**config.mk**
```make
export PLATFORM = sky130hd
export DESIGN_NAME = cache_control
export DESIGN_NICKNAME = d
export VERILOG_FILES = /design/src/source/cache_types_pkg.sv /design/src/source/cache_control.sv
export SDC_FILE = /design/constraint.sdc
export NUM_CORES = 1
export LEC_CHECK = 0
export ABC_AREA = 0
export ABC_CLOCK_PERIOD_IN_PS = 1800
export BUFFER_PORTS_ARGS = -buffer_cell sky130_fd_sc_hd__buf_4
export CAP_MARGIN = 10
export CORE_AREA = 2 2 132 134
export CTS_CLUSTER_DIAMETER = 50
export DETAILED_ROUTE_END_ITERATION = 6
export DIE_AREA = 0 0 134 136
export PLACE_DENSITY_LB_ADDON = 0.1
export SLEW_MARGIN = 5
export SYNTH_ARGS = -nofsm -noshare
export SYNTH_HDL_FRONTEND = slang
export SYNTH_SLANG_ARGS = --single-unit
```
**constraint.sdc**
```tcl
create_clock -name clk -period 1.8 [get_ports clk]
set_input_delay 0.27 -clock clk [delete_from_list [all_inputs] [get_ports clk]]
set_output_delay 0.27 -clock clk [all_outputs]
set_load 0.01 [all_outputs]
```
**src/source/cache_types_pkg.sv**
```systemverilog
// word, line, mask and beat types, line geometry, request and control structs
package cache_types_pkg;

    localparam int s_offset       = 5;  // byte offset bits within a line
    localparam int beats_per_line = 4;
    localparam int line_bytes     = 2**s_offset;

    typedef logic [31:0]                            word_t;
    typedef logic [8*line_bytes-1:0]                line_t;
    typedef logic [line_bytes-1:0]                  byte_mask_t;
    typedef logic [8*line_bytes/beats_per_line-1:0] beat_t;

    typedef struct packed {
        logic       read;
        logic       write;
        word_t      address;
        byte_mask_t byte_enable;
        line_t      wdata;
    } mem_req_t;

    typedef struct packed {
        logic set_dirty;
        logic reset_dirty;
        logic set_valid;
        logic load_tag;
        logic set_lru;
        logic load_data;
        logic pmem_write;   // selects victim address
    } dp_ctrl_t;

    typedef struct packed {
        logic hit;
        logic dirty;        // dirty bit of the lru way
    } dp_status_t;

    typedef enum logic [1:0] {s_idle, s_check, s_writeback, s_fill} cache_state_t;

endpackage

```
**src/source/cache_control.sv**
```systemverilog
// cache FSM for hit service, write-back and fill
module cache_control
    import cache_types_pkg::*;
(
    input  logic       clk,
    input  logic       arst_n,
    input  mem_req_t   mem_req,
    input  dp_status_t dp_status,
    input  logic       line_resp,
    output dp_ctrl_t   dp_ctrl,
    output logic       line_read,
    output logic       line_write,
    output logic       mem_resp
);

    cache_state_t state;
    cache_state_t next_state;

    always_ff @(posedge clk or negedge arst_n)
    begin
        if (!arst_n)
            state <= s_idle;
        else
            state <= next_state;
    end

    always_comb
    begin
        next_state = state;
        dp_ctrl    = '0;
        line_read  = 1'b0;
        line_write = 1'b0;
        mem_resp   = 1'b0;

        unique case (state)
            s_idle:
            begin
                if (mem_req.read || mem_req.write)
                    next_state = s_check;
            end

            s_check:
            begin
                if (dp_status.hit)
                begin
                    mem_resp        = 1'b1;
                    dp_ctrl.set_lru = 1'b1;
                    if (mem_req.write)
                    begin
                        dp_ctrl.set_dirty = 1'b1;  // merge under byte mask
                        dp_ctrl.load_data = 1'b1;
                    end
                    next_state = s_idle;
                end
                else if (dp_status.dirty)
                    next_state = s_writeback;
                else
                    next_state = s_fill;
            end

            s_writeback:
            begin
                line_write         = 1'b1;
                dp_ctrl.pmem_write = 1'b1;
                if (line_resp)
                begin
                    dp_ctrl.reset_dirty = 1'b1;
                    next_state          = s_fill;
                end
            end

            s_fill:
            begin
                line_read = 1'b1;
                if (line_resp)
                begin
                    dp_ctrl.load_data = 1'b1;
                    dp_ctrl.load_tag  = 1'b1;
                    dp_ctrl.set_valid = 1'b1;
                    next_state        = s_check;  // retry as a hit
                end
            end

            default: next_state = s_idle;
        endcase
    end

endmodule

```
* Word level (Yosys, flattened, before mapping) *
Index checks and enable logic that the tools add are counted.

word-level totals
  input bits = 327
  memories = 0
  output and inout port bits = 10
  memory bits (writable) = 0
  register bits = 2
  memory bits (read-only) = 0
  latch bits = 0

operators by class
  shift operators = 0
  $add $sub $neg = 0
  bitwise logic cells = 0
  $mul = 0
  equality and inequality tests = 6
  magnitude comparators = 0
  multiplexer cells = 20
  div/mod/pow operators = 0
  reductions and logical operators = 3

operators by type and width
  operator                                                         number
  2-bit 2-to-1 mux                                                 7
  1-bit 2-to-1 mux                                                 11
  2-bit case mux with 4 select lines                               1
  2-bit inequality test, second input constant                     3
  2-bit == test, second input constant                             2
  3-bit AND reduction                                              1
  2-bit by 1-bit == test with 1-bit output, second input constant  1
  2-bit logical NOT                                                1
  1-bit case mux with 2 select lines                               1
  1-bit logical OR                                                 1

* Depth between registers and ports, before layout *
  depth in word-level cells = 3
  gate-level depth with buffers = 5
  mapped depth without buffers = 5

* Worst setup path after synthesis *
OpenSTA, ideal clock, no wires.

  path type = register to output
  start point = register state[0]
  end point = output dp_ctrl[1] (netlist bit)
  arrival = 1064 ps
  data required time = 1530 ps
  path buffers = 0
  slack = 466 ps
  cell stages (with the launch flop) = 4
  cells stage by stage = dfrtp_1 -> ha_1 -> and2_1 -> a21o_1

RTL lines
  element                 RTL line             text
  start, declared         cache_control.sv:16  cache_state_t state;
  start signal, assigned  cache_control.sv:22  state <= s_idle;
  start signal, assigned  cache_control.sv:24  state <= next_state;
  end, declared           cache_control.sv:10  output dp_ctrl_t dp_ctrl,

==> results.md <==
- Largest register FFs: 2
- HPWL Detailed: 1.11 mm
- Crit. Startpoint: state[1]
- Routability congestion estimate: 0.579
- Die outline height: 136 µm
- Final wirelength: 1.26 mm
- Cell total after placement: 267
- Netlist area before placement: approximately 270 µm²
- Predominant post-synthesis flop cell: sky130_fd_sc_hd__dfrtp_1
- Required @ worst endpoint: 1530 ps
- Post-synth cell types: 15
- Total number of clock tree sinks: 2
- Clock root cell: sky130_fd_sc_hd__clkbuf_16
- Critical path class: reg2out
- Post-Syn Nets: 362
- Critical path capture point type: output port
- Number of cell instances on the worst register-to-register path: 5
- Library cell with the highest instance count after synthesis: sky130_fd_sc_hd__ha_1
- FF-to-FF Start: state[0]
- Post-Syn Instances: 29
- Flops & latches, synth: 2
- Bufs on Longest Clock Path: 2
- Largest Register: state
- Peak Freq: approximately 580 MHz
- Initial standard-cell utilization of the core: 1.57%
- Minimum period implied by the final worst setup slack: 1710 ps
- Ranking of synthesized cells by instance count: sky130_fd_sc_hd__ha_1, sky130_fd_sc_hd__and2_1, sky130_fd_sc_hd__buf_4, sky130_fd_sc_hd__inv_1
- Overall die area: 18200 µm²
- Net total in the final layout: 382
- Core area: 16900 µm²
- Static leakage power: around 0.26 nW
- Post-synth top area cell: sky130_fd_sc_hd__ha_1
- Crit path arrival time: 1440 ps
- Area fraction of the dominant cell type after synthesis: 28.3%
- DR vias: approximately 260
- Number of global-route vias before repair: approximately 300
- Number of synthesis warnings: 0
- Startpoint type of the worst setup path: flip-flop
- Number of endpoints failing setup at the final stage: 0
- PwrDens: approximately 1000 nW/µm²
- Pin count of the biggest net entering global routing: 5
- Fill cell instance count of the final layout: 1977
- Worst-case register-to-register setup slack: a little under 400 ps
- Syn_area_per_cell: 9.15 µm²
- Clock skew: 0.239 ps
- Endpoint of the worst register-to-register path: state[1]
- Initial antenna violation count: 1
- Number of detailed-routing iterations run before antenna repair: 3
- GRT overflow: 0
- Final standard cell count with taps included and fillers excluded: 273
- Headroom to the max-slew limit: between 80% and 90%
- Area after DPL: 644 µm²
- VDD IR max: 336 µV
- Number of synthesized flops with an enable pin: 0
- Hold violation total from the final report: 0
- Hold Crit Class: in2async
- Overall power: approximately 0.77 mW
- Clock latency of the later-clocked register in the worst-skew pair: 220 ps
- Biggest regs: state: 2 flops
- DR vias/cell: 0.934
- Number of maximum-capacitance constraint violations: 0
- Leading post-synthesis cells by cell area: sky130_fd_sc_hd__ha_1, sky130_fd_sc_hd__dfrtp_1, sky130_fd_sc_hd__buf_4
- Fraction of layout cells with a size suffix above 1: 48.9%
- Run status: completed
- Width of the die: 134 µm
- Clock tree from TritonCTS: done
- Post-layout instance area: between 700 and 800 µm²
- DR WL/cell: 4.60 µm
- Largest driver fanout on the critical path: 4
- Total of buffers placed on input and output ports: 16
- Setup repair after global routing missed its margin: no
- H-tree levels: 1
- I/O pin count: 337
- Clock slew at the register clock pins of the worst setup and hold paths: approximately 30 ps
- Part of the Yosys area used for sequential elements: between 10% and 20%
- Initial detailed-routing violation count: 10
- Post-synthesis async set-or-reset flop share: 100%
- Final TNS setup: 0 ps
- Tightest Pin Transition: 200 ps
- P&R area growth vs syn: 179%
- DRC violation count after routing: 0
- Antenna viol nets, final: 0
- Clock buffers created by TritonCTS: 3
- First-pass GRT wire length: 1.80 mm
- Max Slew Vio Count: 0
- Floorplan row count: 48
- Global-route usage over all layers: under 10%
- Portion of the clock cycle consumed by the worst path in the final layout: 95.2%
==> cells by family after synthesis <==
group / count (synthesis) / share of synthesized area (%)
buf+inv: 6 / 12.7
fa+ha+maj: 6 / 28.3
simple gates: 9 / 20.3
flops: 2 / 18.9
mux: 2 / 7.55
compound gates: 4 / 12.3
==> report_power, final <==
group | leakage, nW | switching (mW) | internal [mW]
registers | 0.0247 | 0.0236 | 0.0646
clock network | 0.0370 | 0.0511 | 0.283
logic | 0.199 | 0.178 | 0.170
==> worst max-delay path by stage <==
stage / slack [ps] / to / cells past startpoint
after floorplan: 470 / dp_ctrl[1] / 3
after global placement: 320 / dp_ctrl[1] / 5
after detailed placement: 280 / dp_ctrl[1] / 5
after CTS: 40 / dp_ctrl[1] / 5
after global routing: 10 / dp_ctrl[1] / 5
final: 90 / dp_ctrl[1] / 5
==> cells in the final DEF, fill, tap and decap left out <==
cell                             n
sky130_fd_sc_hd__dlygate4sd3_1   1
sky130_fd_sc_hd__clkbuf_16       3
sky130_fd_sc_hd__inv_2           1
sky130_fd_sc_hd__o2bb2ai_2       1
sky130_fd_sc_hd__nand2b_2        1
sky130_fd_sc_hd__nor2b_1         1
sky130_fd_sc_hd__o21ai_0         1
sky130_fd_sc_hd__a21oi_1         1
sky130_fd_sc_hd__diode_2         1
sky130_fd_sc_hd__mux2i_1         2
sky130_fd_sc_hd__ha_1            6
sky130_fd_sc_hd__or2_0           1
sky130_fd_sc_hd__buf_4          17
sky130_fd_sc_hd__inv_1           2
sky130_fd_sc_hd__and2_1          3
sky130_fd_sc_hd__dfrtp_1         2
sky130_fd_sc_hd__and3_1          1
sky130_fd_sc_hd__a21o_1          1
sky130_fd_sc_hd__nor2_1          2
==> worst max-delay path, cell delays in order (launching register included) <==
cell                      delay, ps
sky130_fd_sc_hd__dfrtp_1        400
sky130_fd_sc_hd__inv_2           80
sky130_fd_sc_hd__ha_1           200
sky130_fd_sc_hd__or2_0          230
sky130_fd_sc_hd__a21o_1         180
sky130_fd_sc_hd__buf_4          140
==> per-stage QoR <==
stage | hold slack [ps] | util [%] | setup slack (ps)
finish | 406 | 4.38 | 86.5
global placement | 55.3 | 3.82 | 316
CTS | 399 | 4.32 | 44.3
detailed placement | 54.9 | 3.82 | 282
global route | 424 | 4.38 | 11.7
floorplan | -25.6 | - | 466
==> layout make-up <==
| cell class | count | area (µm²) | area share [%] |
|---|---|---|---|
| tap | 225 | 282 | 38.1 |
| antenna | 1 | 2.50 | 0.338 |
| inverter | 3 | 11.3 | 1.52 |
| clock buffer | 3 | 75.1 | 10.2 |
| sequential | 2 | 50.0 | 6.77 |
| timing repair buffer | 18 | 138 | 18.6 |
| multi-input combinational | 21 | 181 | 24.5 |
==> what timing repair did <==
action	4_1_cts	5_1_grt
resized for setup	0	1
hold endpoints to repair	2	0
setup buffers	0	1
hold buffers	1	0
endpoints found under the setup margin	0	1
==> metal layers <==
layer  global-route usage [%]  vias up  routed length, µm
met3                     2.05        0                318
li1                         -      129                  -
met4                    0.887        0                  0
met5                        0        -                  0
met2                     1.40       15                338
met1                     1.72      111                599
No activity file was read; power rests on OpenSTA's default activity.
