$ cat config.mk
export PLATFORM = sky130hd
export DESIGN_NAME = line_burst_adaptor
export DESIGN_NICKNAME = d
export VERILOG_FILES = /design/src/source/cache_types_pkg.sv /design/src/source/line_burst_adaptor.sv
export SDC_FILE = /design/constraint.sdc
export NUM_CORES = 1
export LEC_CHECK = 0
export ABC_CLOCK_PERIOD_IN_PS = 5000
export BUFFER_PORTS_ARGS = -buffer_cell sky130_fd_sc_hd__clkbuf_2
export CORE_AREA = 2 2 277 279
export CTS_CLUSTER_DIAMETER = 40
export DETAILED_ROUTE_END_ITERATION = 7
export DIE_AREA = 0 0 279 281
export HOLD_SLACK_MARGIN = 0.1
export PLACE_DENSITY = 0.41
export SYNTH_ARGS = -nofsm -noshare
export SYNTH_HDL_FRONTEND = slang
export SYNTH_SLANG_ARGS = --single-unit
$ cat constraint.sdc
create_clock -name clk -period 5 [get_ports clk]
set_input_delay 0.75 -clock clk [delete_from_list [all_inputs] [get_ports clk]]
set_output_delay 0.75 -clock clk [all_outputs]
set_load 0.05 [all_outputs]
$ cat src/source/cache_types_pkg.sv
// word, line, mask and beat types, line geometry, request and control structs
package cache_types_pkg;

    localparam int s_offset       = 5;  // byte offset bits within a line
    localparam int beats_per_line = 4;
    localparam int line_bytes     = 2**s_offset;

    typedef logic [31:0]                            word_t;
    typedef logic [8*line_bytes-1:0]                line_t;
    typedef logic [line_bytes-1:0]                  byte_mask_t;
    typedef logic [8*line_bytes/beats_per_line-1:0] beat_t;

    typedef struct packed {
        logic       read;
        logic       write;
        word_t      address;
        byte_mask_t byte_enable;
        line_t      wdata;
    } mem_req_t;

    typedef struct packed {
        logic set_dirty;
        logic reset_dirty;
        logic set_valid;
        logic load_tag;
        logic set_lru;
        logic load_data;
        logic pmem_write;   // selects victim address
    } dp_ctrl_t;

    typedef struct packed {
        logic hit;
        logic dirty;        // dirty bit of the lru way
    } dp_status_t;

    typedef enum logic [1:0] {s_idle, s_check, s_writeback, s_fill} cache_state_t;

endpackage

$ cat src/source/line_burst_adaptor.sv
// line to four-beat burst conversion with beat counter
module line_burst_adaptor
    import cache_types_pkg::*;
(
    input  logic  clk,
    input  logic  arst_n,
    input  logic  line_read,
    input  logic  line_write,
    input  word_t line_address,
    input  line_t line_wdata,
    output line_t line_rdata,
    output logic  line_resp,
    output logic  pmem_read,
    output logic  pmem_write,
    output word_t pmem_address,
    output beat_t pmem_wdata,
    input  beat_t pmem_rdata,
    input  logic  pmem_resp
);

    localparam int cnt_bits  = $clog2(beats_per_line);
    localparam int beat_bits = $bits(beat_t);
    localparam logic [cnt_bits-1:0] last_beat = cnt_bits'(beats_per_line - 1);

    logic                busy;
    logic [cnt_bits-1:0] beat_cnt;
    line_t               line_buf;

    always_ff @(posedge clk or negedge arst_n)
    begin
        if (!arst_n)
        begin
            busy      <= 1'b0;
            beat_cnt  <= '0;
            line_resp <= 1'b0;
        end
        else
        begin
            line_resp <= 1'b0;
            if (!busy)
            begin
                if ((line_read || line_write) && !line_resp)  // requester still high during resp
                    busy <= 1'b1;
            end
            else if (pmem_resp)
            begin
                beat_cnt <= beat_cnt + 1'b1;
                if (beat_cnt == last_beat)
                begin
                    busy      <= 1'b0;
                    beat_cnt  <= '0;
                    line_resp <= 1'b1;
                end
            end
        end
    end

    always_ff @(posedge clk)
    begin
        if (pmem_read && pmem_resp)
            line_buf[beat_cnt*beat_bits +: beat_bits] <= pmem_rdata;  // low beat first
    end

    assign pmem_read    = busy && line_read;
    assign pmem_write   = busy && line_write;
    assign pmem_address = line_address;
    assign pmem_wdata   = line_wdata[beat_cnt*beat_bits +: beat_bits];
    assign line_rdata   = line_buf;

endmodule

---- Word level (Yosys, flattened, before mapping) ----
Cells that the tools add are included.
cells by class
  $add $sub $neg .......................... 2
  $mul .................................... 0
  div/mod/pow operators ................... 0
  $lt $le $gt $ge ......................... 0
  equality and inequality tests ........... 1
  shift-type cells ........................ 3
  mux-type cells .......................... 9
  bitwise logic cells ..................... 0
  reductions and logical operators ........ 7
operator list
  cell                                                     count
  bitwise mux 256 bit                                      1
  variable shift 64 x 34 -> 256 bit, first input constant  1
  indexed part select 256 x 9 -> 64 bit                    1
  indexed part select 64 x 34 -> 256 bit                   1
  negator 8 -> 34 bit                                      1
  2-to-1 mux 1 bit                                         7
  logical AND 1 bit                                        4
  adder 2 x 1 -> 2 bit, second input constant              1
  == test 2 bit, second input constant                     1
  2-to-1 mux 2 bit                                         1
  AND reduction 2 bit                                      1
  logical NOT 1 bit                                        1
  logical OR 1 bit                                         1
storage, ports and cells
  register bits after elaboration ......... 260
  latch bits .............................. 0
  RAM bits ................................ 0
  bits in read-only memories .............. 0
  input bits .............................. 357
  output and inout port bits .............. 355
  memories kept ........................... 0

---- Logic depth before layout (Yosys ltp) ----
Gate-level depths: netlist (run 1).
  word-level depth ........................ 4
  depth in mapped cells ................... 11

---- Worst setup path after synthesis (run 1) ----
Ideal clock, no wire load.
  path type ............................... register -> register
  start point ............................. register, netlist name beat_cnt[0]
  end point ............................... register line_buf[0], in the netlist line_rdata[0], enable pin
  library setup time ...................... 429 ps
  arrival ................................. 2923 ps
  required time ........................... 4571 ps
  setup slack ............................. 1648 ps
  cell stages (with the launch flop) ...... 9
  buffers on the path ..................... 5
  cell sequence ........................... dfrtp_1 buf_4 buf_6 buf_8 buf_6 inv_2 ha_1 clkbuf_2 and3_1
RTL lines
  item                           RTL line                  text
  end signal, assigned by index  line_burst_adaptor.sv:61  line_buf[beat_cnt*beat_bits +: beat_bits] <= pmem_rdata;
  end, declared                  line_burst_adaptor.sv:27  line_t line_buf;

---- Worst setup path in the final report (run 1) ----
  start point ............................. register beat_cnt[0]
  end point ............................... output pmem_wdata[51]
between the ends
  longest elaborated chain between the ends .. 1
RTL lines
  item                                   RTL line                  text
  start, declared                        line_burst_adaptor.sv:26  logic [cnt_bits-1:0] beat_cnt;
  start signal, assigned                 line_burst_adaptor.sv:47  beat_cnt <= beat_cnt + 1'b1;
  indexed part select 256 x 9 -> 64 bit  line_burst_adaptor.sv:67  assign pmem_wdata = line_wdata[beat_cnt*beat_bits +: beat_bits];
  end, declared                          line_burst_adaptor.sv:16  output beat_t pmem_wdata,
Every way passes these cells.

==> results of run 1 <==
-- flip-flops by register name (all words and copies together) (netlist names) --
| name | flops |
|---|---|
| beat_cnt | 2 |
| busy | 1 |
| line_rdata | 256 |
| line_resp | 1 |
-- power breakdown --
part | internal, mW | switching [mW] | leakage [nW]
Clock | 2.24 | 1.22 | 0.851
Sequential | 2.77 | 0.246 | 2.46
Combinational | 1.26 | 3.51 | 4.42
-- cell families (layout without fill, tap and decap cells) --
logic type	after synthesis	in the layout	share of synthesized area (%)
AND/OR/NAND/NOR	276	276	14.95
flip-flops	260	260	67.03
buffers and inverters	90	758	4.738
multiplexers	66	66	12.60
adder cells (fa/ha/maj)	5	5	0.5384
AO/OA/AOI/OAI	2	2	0.1508
other	0	6	0
-- layout make-up --
type	count	share of cell area (%)
sequential	260	44.62
timing repair buffer	663	19.24
multi-input combinational	349	19.10
clock buffer	53	7.349
tap	978	7.005
clock inverter	40	2.550
antenna	6	0.08595
inverter	2	0.04298
-- metal layers --
layer / wire, um / up-vias
met5: 0 / -
met4: 1911 / 0
met3: 4420 / 75
met2: 35660 / 500
met1: 21200 / 4424
li1: - / 3923
-- critical path: cells and delay by family, from the launching register on --
| family | cells | cell delay, ns |
|---|---|---|
| flops | 1 | 0.83 |
| mux | 1 | 0.67 |
| buf+inv | 2 | 0.97 |
-- stage by stage --
| step | power, mW | hold slack [ns] | cell area [um2] | instances | worst slack, ns |
|---|---|---|---|---|---|
| detailed placement | 7.973 | 0.4901 | 15710 | 2251 | 1.701 |
| CTS | 11.50 | 0.4495 | 17450 | 2345 | 1.074 |
| global route | 11.68 | 0.4679 | 17460 | 2346 | 0.9917 |
| global placement | 7.942 | 0.4695 | 15710 | 2251 | 1.693 |
| floorplan | 6.331 | 0.4544 | 11620 | 699 | 1.648 |
| finish | 11.25 | 0.4862 | 17470 | 2351 | 1.189 |
-- synthesized netlist by cell type --
| cell type | instances | area share (%) |
|---|---|---|
| ha_1 | 5 | 0.54 |
| buf_2 | 16 | 0.69 |
| and4bb_1 | 1 | 0.11 |
| nand3b_1 | 1 | 0.065 |
| and2_1 | 128 | 6.9 |
| mux4_2 | 64 | 12 |
| inv_2 | 1 | 0.032 |
| buf_8 | 1 | 0.13 |
| buf_1 | 1 | 0.032 |
| buf_6 | 3 | 0.29 |
| o31ai_1 | 1 | 0.065 |
| nor2_1 | 4 | 0.13 |
| dfrtp_1 | 4 | 0.86 |
| clkbuf_2 | 4 | 0.17 |
| mux2_2 | 2 | 0.19 |
| clkbuf_1 | 22 | 0.71 |
| edfxtp_1 | 256 | 66 |
| inv_1 | 1 | 0.032 |
| nor2_2 | 1 | 0.054 |
| nor4_1 | 2 | 0.11 |
| and3_1 | 129 | 6.9 |
| nor2b_2 | 1 | 0.075 |
| nor3_1 | 2 | 0.086 |
| a21bo_2 | 1 | 0.086 |
| nand2b_1 | 3 | 0.16 |
| nor3b_2 | 1 | 0.11 |
| nand2_1 | 1 | 0.032 |
| nor2b_1 | 1 | 0.054 |
| buf_4 | 41 | 2.6 |
| nor4b_2 | 1 | 0.13 |
-- how the worst max path moves through the flow --
stage / slack (ns) / start / endpoint
finish: 1.19 / beat_cnt[0]$_DFFE_PN0P_ / pmem_wdata[51]
global route: 0.99 / beat_cnt[0]$_DFFE_PN0P_ / pmem_wdata[51]
CTS: 1.07 / beat_cnt[0]$_DFFE_PN0P_ / pmem_wdata[51]
detailed placement: 1.70 / beat_cnt[0]$_DFFE_PN0P_ / pmem_wdata[51]
global placement: 1.69 / beat_cnt[0]$_DFFE_PN0P_ / pmem_wdata[51]
floorplan: 1.65 / beat_cnt[0]$_DFFE_PN0P_ / line_rdata[0]$_DFFE_PP_
==> flow_metrics.env, run 1 <==
export IMPL_rsz0062_at_grt="no"
export IMPL_critical_path_class="reg2out"
export IMPL_die_w_um=279
export IMPL_required_ns=4.25
export IMPL_die_area_um2=78400
export IMPL_p_leak_nw=7.728
export IMPL_fp_dieH_um=281
export IMPL_nNetsFinal=1688
export IMPL_cts_tree="built"
export IMPL_drv_slew=0
export IMPL_nFillCells=8092
export IMPL_slew_headroom_pct=30.09
export IMPL_overflow=0
export IMPL_fin_crit_ns=3.811
export IMPL_track_usage_pct=15.51
export IMPL_synthCells=699
export IMPL_yosys_register_bits=260
export IMPL_hold_viol=0
export IMPL_grtUsageMet1_pct=15.27
export IMPL_dp_hpwl_um=50840
export IMPL_initial_utilization_pct=15.40
export IMPL_grt_max_degree=71
export IMPL_setup_violations=0
export IMPL_gp_congestion=0.8822
export IMPL_critPathCaptureType="output port"
export IMPL_syn2layout_area_growth_pct=50.34
export IMPL_ys_seq_area_share_pct=67.03
export IMPL_io_buffers=647
export IMPL_hold_end="busy$_DFF_PN0_"
export IMPL_post_cts_resize_count=0
export IMPL_post_cts_buffers=0
export IMPL_core_rowCount=101
export IMPL_post_route_util_pct=23.15
export IMPL_hp_class="in2reg"
export IMPL_clk_path_buf_depth=3
export IMPL_vdd_ir_drop_max_mv=0.3051
export IMPL_drt_iter0_markers=448
export IMPL_worstReg2RegEnd="line_rdata[51]$_DFFE_PP_"
export IMPL_drive_above_1_share_pct=60.57
export IMPL_gr_max_usage_layer="met2"
export IMPL_wirelength_um=63190
export IMPL_min_from="line_write"
export IMPL_fin_skew_ns=0.01783
export IMPL_whs_path_depth=3
export IMPL_p_per_area_nw_per_um2=643.9
export IMPL_reg2reg_from="beat_cnt[1]$_DFFE_PN0P_"
export IMPL_synth_area_um2=11620
export IMPL_syn_avg_cell_area_um2=16.62
export IMPL_met2_usage_pct=30.93
export IMPL_critPathMaxFanout=40
export IMPL_grt_pass1_wl_um=82970
export IMPL_dr_pass1_iters=4
export IMPL_syn_nets=1061
export IMPL_status="complete, no violations"
export IMPL_via_per_inst=3.795
export IMPL_cts_inserted_buffers=50
export IMPL_period_share_pct=76.23
export IMPL_fmax_ghz=0.2624
export IMPL_wire_per_inst_um=26.88
export IMPL_vias=8922
export IMPL_ys_warn_count=0
export IMPL_htreeDepth=2
export IMPL_cts_hold_buf=1
export IMPL_mostFrequentLayoutCell="clkbuf_2"
export IMPL_slowest_stage="dfrtp_4"
export IMPL_cp_arrival_ns=3.06
export IMPL_ant_nets=0
export IMPL_cap_viol_max_count=0
export IMPL_critPathLaunchType="flip-flop"
export IMPL_core_area_um2=75440
export IMPL_ff2ff_setup_slack_ns=1.82
export IMPL_path_clk_slew_ns=0.05
export IMPL_antenna_found_initial=14
export IMPL_top_level_ports=712
export IMPL_cp_cell_sequence="buf_4 -> mux4_2 -> clkbuf_2"
export IMPL_fin_setup_tns_ns=0
export IMPL_cts_sinks=260
export IMPL_layout_common_cells="clkbuf_2, edfxtp_1, and2_1, and3_1, mux4_2"
export IMPL_ys_types=30
export IMPL_grtUsageMet3_pct=4.389
export IMPL_multi_input_area_um2=3337
export IMPL_clock_root_buffer="clkbuf_16"
export IMPL_tightest_slew_ns=1.049
export IMPL_reg2reg_depth=4
export IMPL_grt_pass1_vias=9481
export IMPL_route_detailed_drc=0
export IMPL_worstSkewPairLatency_ns=0.56
export IMPL_seq_area_um2=7795
export IMPL_cp_slowest_stage_delay_ns=0.83
No activity file was read; power rests on OpenSTA's default activity.
==> run 2: changes to the inputs <==
--- a/config.mk
+++ b/config.mk
@@ -5,14 +5,15 @@
 export SDC_FILE = /design/constraint.sdc
 export NUM_CORES = 1
 export LEC_CHECK = 0
-export ABC_CLOCK_PERIOD_IN_PS = 5000
+export ABC_AREA = 1
+export ABC_CLOCK_PERIOD_IN_PS = 3250
 export BUFFER_PORTS_ARGS = -buffer_cell sky130_fd_sc_hd__clkbuf_2
-export CORE_AREA = 2 2 277 279
+export CORE_AREA = 2 2 280 282
 export CTS_CLUSTER_DIAMETER = 40
 export DETAILED_ROUTE_END_ITERATION = 7
-export DIE_AREA = 0 0 279 281
+export DIE_AREA = 0 0 282 284
 export HOLD_SLACK_MARGIN = 0.1
-export PLACE_DENSITY = 0.41
+export PLACE_DENSITY = 0.44
 export SYNTH_ARGS = -nofsm -noshare
 export SYNTH_HDL_FRONTEND = slang
 export SYNTH_SLANG_ARGS = --single-unit
==> constraint.sdc (replaced) <==
create_clock -name clk -period 3.25 [get_ports clk]
set_input_delay 0.4875 -clock clk [delete_from_list [all_inputs] [get_ports clk]]
set_output_delay 0.4875 -clock clk [all_outputs]
set_load 0.05 [all_outputs]
==> flow_metrics.env, run 2 <==
export IMPL_status="complete, no violations"
export IMPL_cts_inserted_buffers=30
export IMPL_yosys_register_bits=260
export IMPL_clock_root_buffer="clkbuf_16"
export IMPL_synth_top_area_share_pct=59.37
export IMPL_die_area_um2=80090
export IMPL_syn_nets=1850
export IMPL_ys_types=19
export IMPL_hold_viol=0
export IMPL_synth_top_cell_by_area="edfxtp_1"
export IMPL_stdcell_area_um2=18280
export IMPL_htreeDepth=1
export IMPL_async_flop_share_pct=1.538
export IMPL_ys_warn_count=0
export IMPL_slew_headroom_pct=38.87
export IMPL_top_level_ports=712
export IMPL_reg2reg_depth=5
export IMPL_stdcell_count=3164
export IMPL_drive_above_1_share_pct=35.22
export IMPL_synth_area_um2=12950
export IMPL_syn2layout_area_growth_pct=41.21
export IMPL_via_per_inst=3.705
export IMPL_power_frac_comb_pct=52.6
export IMPL_vias=11720
export IMPL_overflow=0
export IMPL_syn_avg_cell_area_um2=8.701
export IMPL_core_rowCount=102
export IMPL_grt_max_degree=65
export IMPL_synth_area_top_cells="edfxtp_1, nand2_1, inv_1"
export IMPL_die_w_um=282
export IMPL_p_sw_share_pct=51.41
export IMPL_p_per_area_nw_per_um2=899.8
export IMPL_critical_path_class="reg2out"
export IMPL_cap_viol_max_count=0
export IMPL_nNetsFinal=2457
export IMPL_antenna_found_initial=15
export IMPL_worstSkewPairLatency_ns=0.57
export IMPL_rsz0062_at_grt="no"
export IMPL_fin_skew_ns=0.009010
export IMPL_reg2reg_from="beat_cnt[0]$_DFFE_PN0P_"
export IMPL_post_dp_cell_area_um2=17260
export IMPL_dp_hpwl_um=53990
export IMPL_path_clk_slew_ns=0.06
export IMPL_drt_iter0_markers=612
export IMPL_hp_class="in2reg"
export IMPL_wirelength_um=65740
export IMPL_route_detailed_drc=0
export IMPL_whs_path_depth=4
export IMPL_core_area_um2=76960
export IMPL_setup_violations=0
export IMPL_clkPwrFrac_pct=20.8
export IMPL_ys_seq_area_share_pct=60.15
export IMPL_fmax_ghz=0.3329
export IMPL_critPathCapture="pmem_wdata[9]"
export IMPL_initial_utilization_pct=16.82
export IMPL_layout_common_cells="clkbuf_2, nand2_1, inv_1, edfxtp_1, nor2_1"
export IMPL_post_cts_buffers=0
export IMPL_wire_per_inst_um=20.78
export IMPL_gp_congestion=0.9014
export IMPL_clk_path_buf_depth=3
export IMPL_tightest_slew_ns=0.9169
export IMPL_synthCells=1488
export IMPL_intPower_mw=7.993
export IMPL_synthTopCellsByCount="nand2_1, inv_1, edfxtp_1"
export IMPL_worstReg2RegEnd="line_rdata[238]$_DFFE_PP_"
export IMPL_critPathLaunch="beat_cnt[0]$_DFFE_PN0P_"
export IMPL_yosysMostFrequentCell="nand2_1"
export IMPL_critPathCaptureType="output port"
export IMPL_p_leak_nw=9.393
export IMPL_track_usage_pct=15.66
export IMPL_fin_crit_ns=3.004
export IMPL_critPathLaunchType="flip-flop"
export IMPL_grt_pass1_wl_um=88920
export IMPL_vdd_ir_drop_max_mv=0.4105
export IMPL_switchingPower_mw=8.457
export IMPL_period_share_pct=92.44
export IMPL_critPathMaxFanout=41
export IMPL_cts_sinks=260
export IMPL_mostFrequentLayoutCell="clkbuf_2"
export IMPL_synthFlopType="edfxtp_1"
export IMPL_cp_arrival_ns=2.52
export IMPL_synth_enable_flop_cells=256
export IMPL_cts_tree="built"
export IMPL_io_buffers=647
export IMPL_grt_pass1_vias=11620
export IMPL_power_frac_seq_pct=26.6
export IMPL_largest_register_ffs=256
export IMPL_ant_nets=0
export IMPL_ff2ff_setup_slack_ns=0.81
export IMPL_fp_dieH_um=284
export IMPL_dr_pass1_iters=5
export IMPL_required_ns=2.76
export IMPL_drv_slew=0
export IMPL_dp_cells=3102
run 2: per-stage QoR:
step           setup TNS, ns  utilization [%]  total power [mW]  hold WS [ns]  setup slack (ns)
4_1_cts                    0            23.74             16.82        0.1712            0.1691
2_1_floorplan        -248.51                -             10.41        0.1919           -0.9707
3_3_place_gp               0            22.42             13.31        0.3121            0.7430
3_5_place_dp               0            22.42             13.35        0.3132            0.7317
5_1_grt                    0            23.74             17.36        0.2009           0.07553
6_report                   0            23.76             16.45        0.2087            0.2457
run 2: cells by family after synthesis:
group	share of synthesized area, %
flip-flops	60.15
AND/OR/NAND/NOR	24.18
buffers and inverters	15.11
AO/OA/AOI/OAI	0.07731
adder cells (fa/ha/maj)	0.4832
run 2: timing repair:
item | CTS | global route
endpoints found under the hold margin | 4 | 0
setup endpoints to repair | 0 | 0
hold buffers | 1 | 0
gates resized for setup | 0 | 0
run 2: critical path: stages (launching register included):
cell,delay (ns)
dfrtp_4,0.58
inv_6,0.30
buf_12,0.25
buf_4,0.30
nand2_1,0.08
nand3_1,0.10
nand2_1,0.06
clkbuf_2,0.23
run 2: power by group through the flow:
stage                     Sequential [mW]  Combinational (mW)  Clock, mW
after detailed placement             4.46                8.89          0
after global routing                 4.41                9.31       3.64
after floorplan                      5.27                5.14          0
after global placement               4.46                8.86          0
after CTS                            4.39                8.90       3.53
final                                4.38                8.65       3.42
run 2: final cells by class:
class / count / area [um2]
multi-input cells: 786 / 3253
flip-flops and latches: 260 / 7792
clock buffers: 34 / 765.7
fillers: 8627 / 58670
diodes: 6 / 15.01
well taps: 1040 / 1301
repair buffers: 682 / 3656
inverters: 335 / 1262
clock inverters: 21 / 236.5
run 2: worst min-delay path by stage:
stage                          from  slack (ns)                      end
final                     pmem_resp        0.21           busy$_DFF_PN0_
after global routing      pmem_resp        0.20           busy$_DFF_PN0_
after CTS                 pmem_resp        0.17           busy$_DFF_PN0_
after detailed placement     arst_n        0.31           busy$_DFF_PN0_
after global placement       arst_n        0.31           busy$_DFF_PN0_
after floorplan              arst_n        0.19  beat_cnt[0]$_DFFE_PN0P_
run 2: per-layer routing:
layer | wire [um] | share of wire (%) | GRT usage, % | vias up
met4 | 1939 | 2.9 | 4.428 | 8
met3 | 6131 | 9.3 | 4.866 | 84
met2 | 34390 | 52 | 29.93 | 583
met1 | 23220 | 35 | 16.12 | 5352
li1 | - | - | - | 5697
met5 | 61 | 0.093 | 0 | -
==> run 3: changes to the inputs <==
--- a/config.mk
+++ b/config.mk
@@ -7,7 +7,7 @@
 export LEC_CHECK = 0
 export ABC_AREA = 1
 export ABC_CLOCK_PERIOD_IN_PS = 3250
-export BUFFER_PORTS_ARGS = -buffer_cell sky130_fd_sc_hd__clkbuf_2
+export BUFFER_PORTS_ARGS = -buffer_cell sky130_fd_sc_hd__buf_4
 export CORE_AREA = 2 2 280 282
 export CTS_CLUSTER_DIAMETER = 40
 export DETAILED_ROUTE_END_ITERATION = 7
==> flow_metrics.env, run 3 (synthesized netlist as in run 2, its figures left out) <==
export IMPL_status="complete, no violations"
export IMPL_min_from="pmem_resp"
export IMPL_track_usage_pct=15.85
export IMPL_stdcell_count=3164
export IMPL_mostFrequentLayoutCell="buf_4"
export IMPL_overflow=0
export IMPL_post_cts_buffers=0
export IMPL_rsz0062_at_grt="no"
export IMPL_path_buf_inv=3
export IMPL_drv_slew=0
export IMPL_drive_above_1_share_pct=35.33
export IMPL_intPower_mw=8.638
export IMPL_reg2reg_from="beat_cnt[0]$_DFFE_PN0P_"
export IMPL_critPathCaptureType="output port"
export IMPL_hold_end="busy$_DFF_PN0_"
export IMPL_antenna_found_initial=8
export IMPL_dp_cells=3101
export IMPL_wire_per_inst_um=21.10
export IMPL_whs_path_depth=4
export IMPL_layout_common_cells="buf_4, nand2_1, inv_1, edfxtp_1, nor2_1"
export IMPL_required_ns=2.76
export IMPL_hp_class="in2reg"
export IMPL_clock_root_buffer="clkbuf_16"
export IMPL_cp_top_family="buffers and inverters"
export IMPL_cts_inserted_buffers=31
export IMPL_slew_headroom_pct=37.82
export IMPL_via_per_inst=3.782
export IMPL_p_leak_nw=9.827
export IMPL_setup_violations=0
export IMPL_cp_cell_sequence="inv_6 -> buf_6 -> nand2_1 -> nand3_1 -> nand2_1 -> buf_4"
export IMPL_drt_iter0_markers=603
export IMPL_grt_max_degree=135
export IMPL_clk_path_buf_depth=3
export IMPL_worstSkewPairLatency_ns=0.59
export IMPL_core_area_um2=76960
export IMPL_vias=11970
export IMPL_cp_common_cell="nand2_1"
export IMPL_fp_dieH_um=284
export IMPL_hold_viol=0
export IMPL_largest_register_ffs=256
export IMPL_route_detailed_drc=0
export IMPL_power_frac_comb_pct=53.4
export IMPL_dr_pass1_iters=5
export IMPL_fin_skew_ns=0.01179
export IMPL_power_frac_seq_pct=25.2
export IMPL_syn2layout_area_growth_pct=54.05
export IMPL_fmax_ghz=0.3262
export IMPL_cp_arrival_ns=2.58
export IMPL_clkPwrFrac_pct=21.5
export IMPL_cap_viol_max_count=0
export IMPL_post_route_util_pct=25.92
export IMPL_path_clk_slew_ns=0.06
export IMPL_grt_pass1_wl_um=91750
export IMPL_cp_slowest_stage_delay_ns=0.51
export IMPL_slowest_stage="dfrtp_4"
export IMPL_worstReg2RegEnd="line_rdata[252]$_DFFE_PP_"
export IMPL_initial_utilization_pct=16.82
export IMPL_htreeDepth=1
export IMPL_die_area_um2=80090
export IMPL_dp_hpwl_um=54070
export IMPL_tightest_slew_ns=0.9327
export IMPL_period_share_pct=94.32
export IMPL_core_rowCount=102
export IMPL_critPathMaxFanout=61
export IMPL_gp_congestion=0.9119
export IMPL_p_per_area_nw_per_um2=864.1
export IMPL_vdd_ir_drop_max_mv=0.4682
export IMPL_critPathLaunchType="flip-flop"
export IMPL_p_sw_share_pct=49.88
export IMPL_grt_pass1_vias=12490
export IMPL_ff2ff_setup_slack_ns=0.71
export IMPL_fin_crit_ns=3.065
export IMPL_io_buffers=647
export IMPL_switchingPower_mw=8.597
export IMPL_reg2reg_depth=5
export IMPL_top_level_ports=712
export IMPL_nNetsFinal=2457
export IMPL_ant_nets=0
export IMPL_die_w_um=282
export IMPL_cts_tree="built"
export IMPL_cts_sinks=260
export IMPL_critical_path_class="reg2out"
export IMPL_wirelength_um=66780
run 3: cell count changes in the layout (fill, tap and decap cells not counted), moves of 3 or more:
| cell | previous run | this run |
|---|---|---|
| buf_12 | 12 | 7 |
| buf_4 | 23 | 672 |
| clkbuf_1 | 4 | 1 |
| clkbuf_2 | 646 | 0 |
| clkinv_2 | 7 | 1 |
| clkinv_8 | 3 | 6 |
| inv_6 | 2 | 5 |
run 3: how the worst max path moves through the flow:
stage                                  from                   endpoint  slack (ns)  cells past startpoint
finish              beat_cnt[0]$_DFFE_PN0P_             pmem_wdata[18]        0.18                      6
CTS                 beat_cnt[0]$_DFFE_PN0P_             pmem_wdata[18]        0.08                      6
global route        beat_cnt[0]$_DFFE_PN0P_             pmem_wdata[18]        0.01                      6
floorplan                         line_read    line_rdata[0]$_DFFE_PP_       -0.97                      4
detailed placement  beat_cnt[0]$_DFFE_PN0P_  line_rdata[195]$_DFFE_PP_        0.50                      5
global placement    beat_cnt[0]$_DFFE_PN0P_  line_rdata[242]$_DFFE_PP_        0.52                      5
run 3: tightest hold or removal path: cells and delay by family:
kind / cells / cell delay (ns)
AND/OR/NAND/NOR: 3 / 0.16
buffers and inverters: 1 / 0.09
run 3: power by group through the flow:
stage	combinational, mW	sequential [mW]	clock, mW
floorplan	5.14	5.27	0
global placement	9.39	4.41	0
detailed placement	9.41	4.41	0
CTS	9.44	4.34	3.81
global route	9.81	4.36	3.92
finish	9.20	4.34	3.70
run 3: final cells by class:
class / count / area (um2)
multi-input combinational: 786 / 3253
tap: 1040 / 1301
antenna: 4 / 10.01
clock inverter: 26 / 340.3
fill: 8376 / 57010
clock buffer: 32 / 779.5
timing repair buffer: 681 / 5206
inverter: 335 / 1262
sequential: 260 / 7792
run 3: per-layer routing:
layer  share of wire [%]  vias up  GRT usage [%]
met3                 8.7       66          4.421
met5               0.051        -              0
met1                  35     5630          16.39
met2                  53      561          30.73
met4                 2.7        6          4.176
li1                    -     5704              -
run 3: through the flow:
step           TNS, ns  instance area, um2  hold WS, ns  worst slack, ns  power (mW)
6_report             0               19950       0.1839           0.1847       17.23
2_1_floorplan  -248.51               12950       0.1919          -0.9707       10.41
4_1_cts              0               19940       0.1431          0.07577       17.60
5_1_grt              0               19940       0.1768          0.01194       18.09
3_5_place_dp         0               18800       0.2946           0.5019       13.82
3_3_place_gp         0               18800       0.2932           0.5176       13.80
run 3: what timing repair did:
item,CTS,global route
hold endpoints to repair,4,0
hold buffers,1,0
gates resized for setup,1,0
setup endpoints to repair,8,0
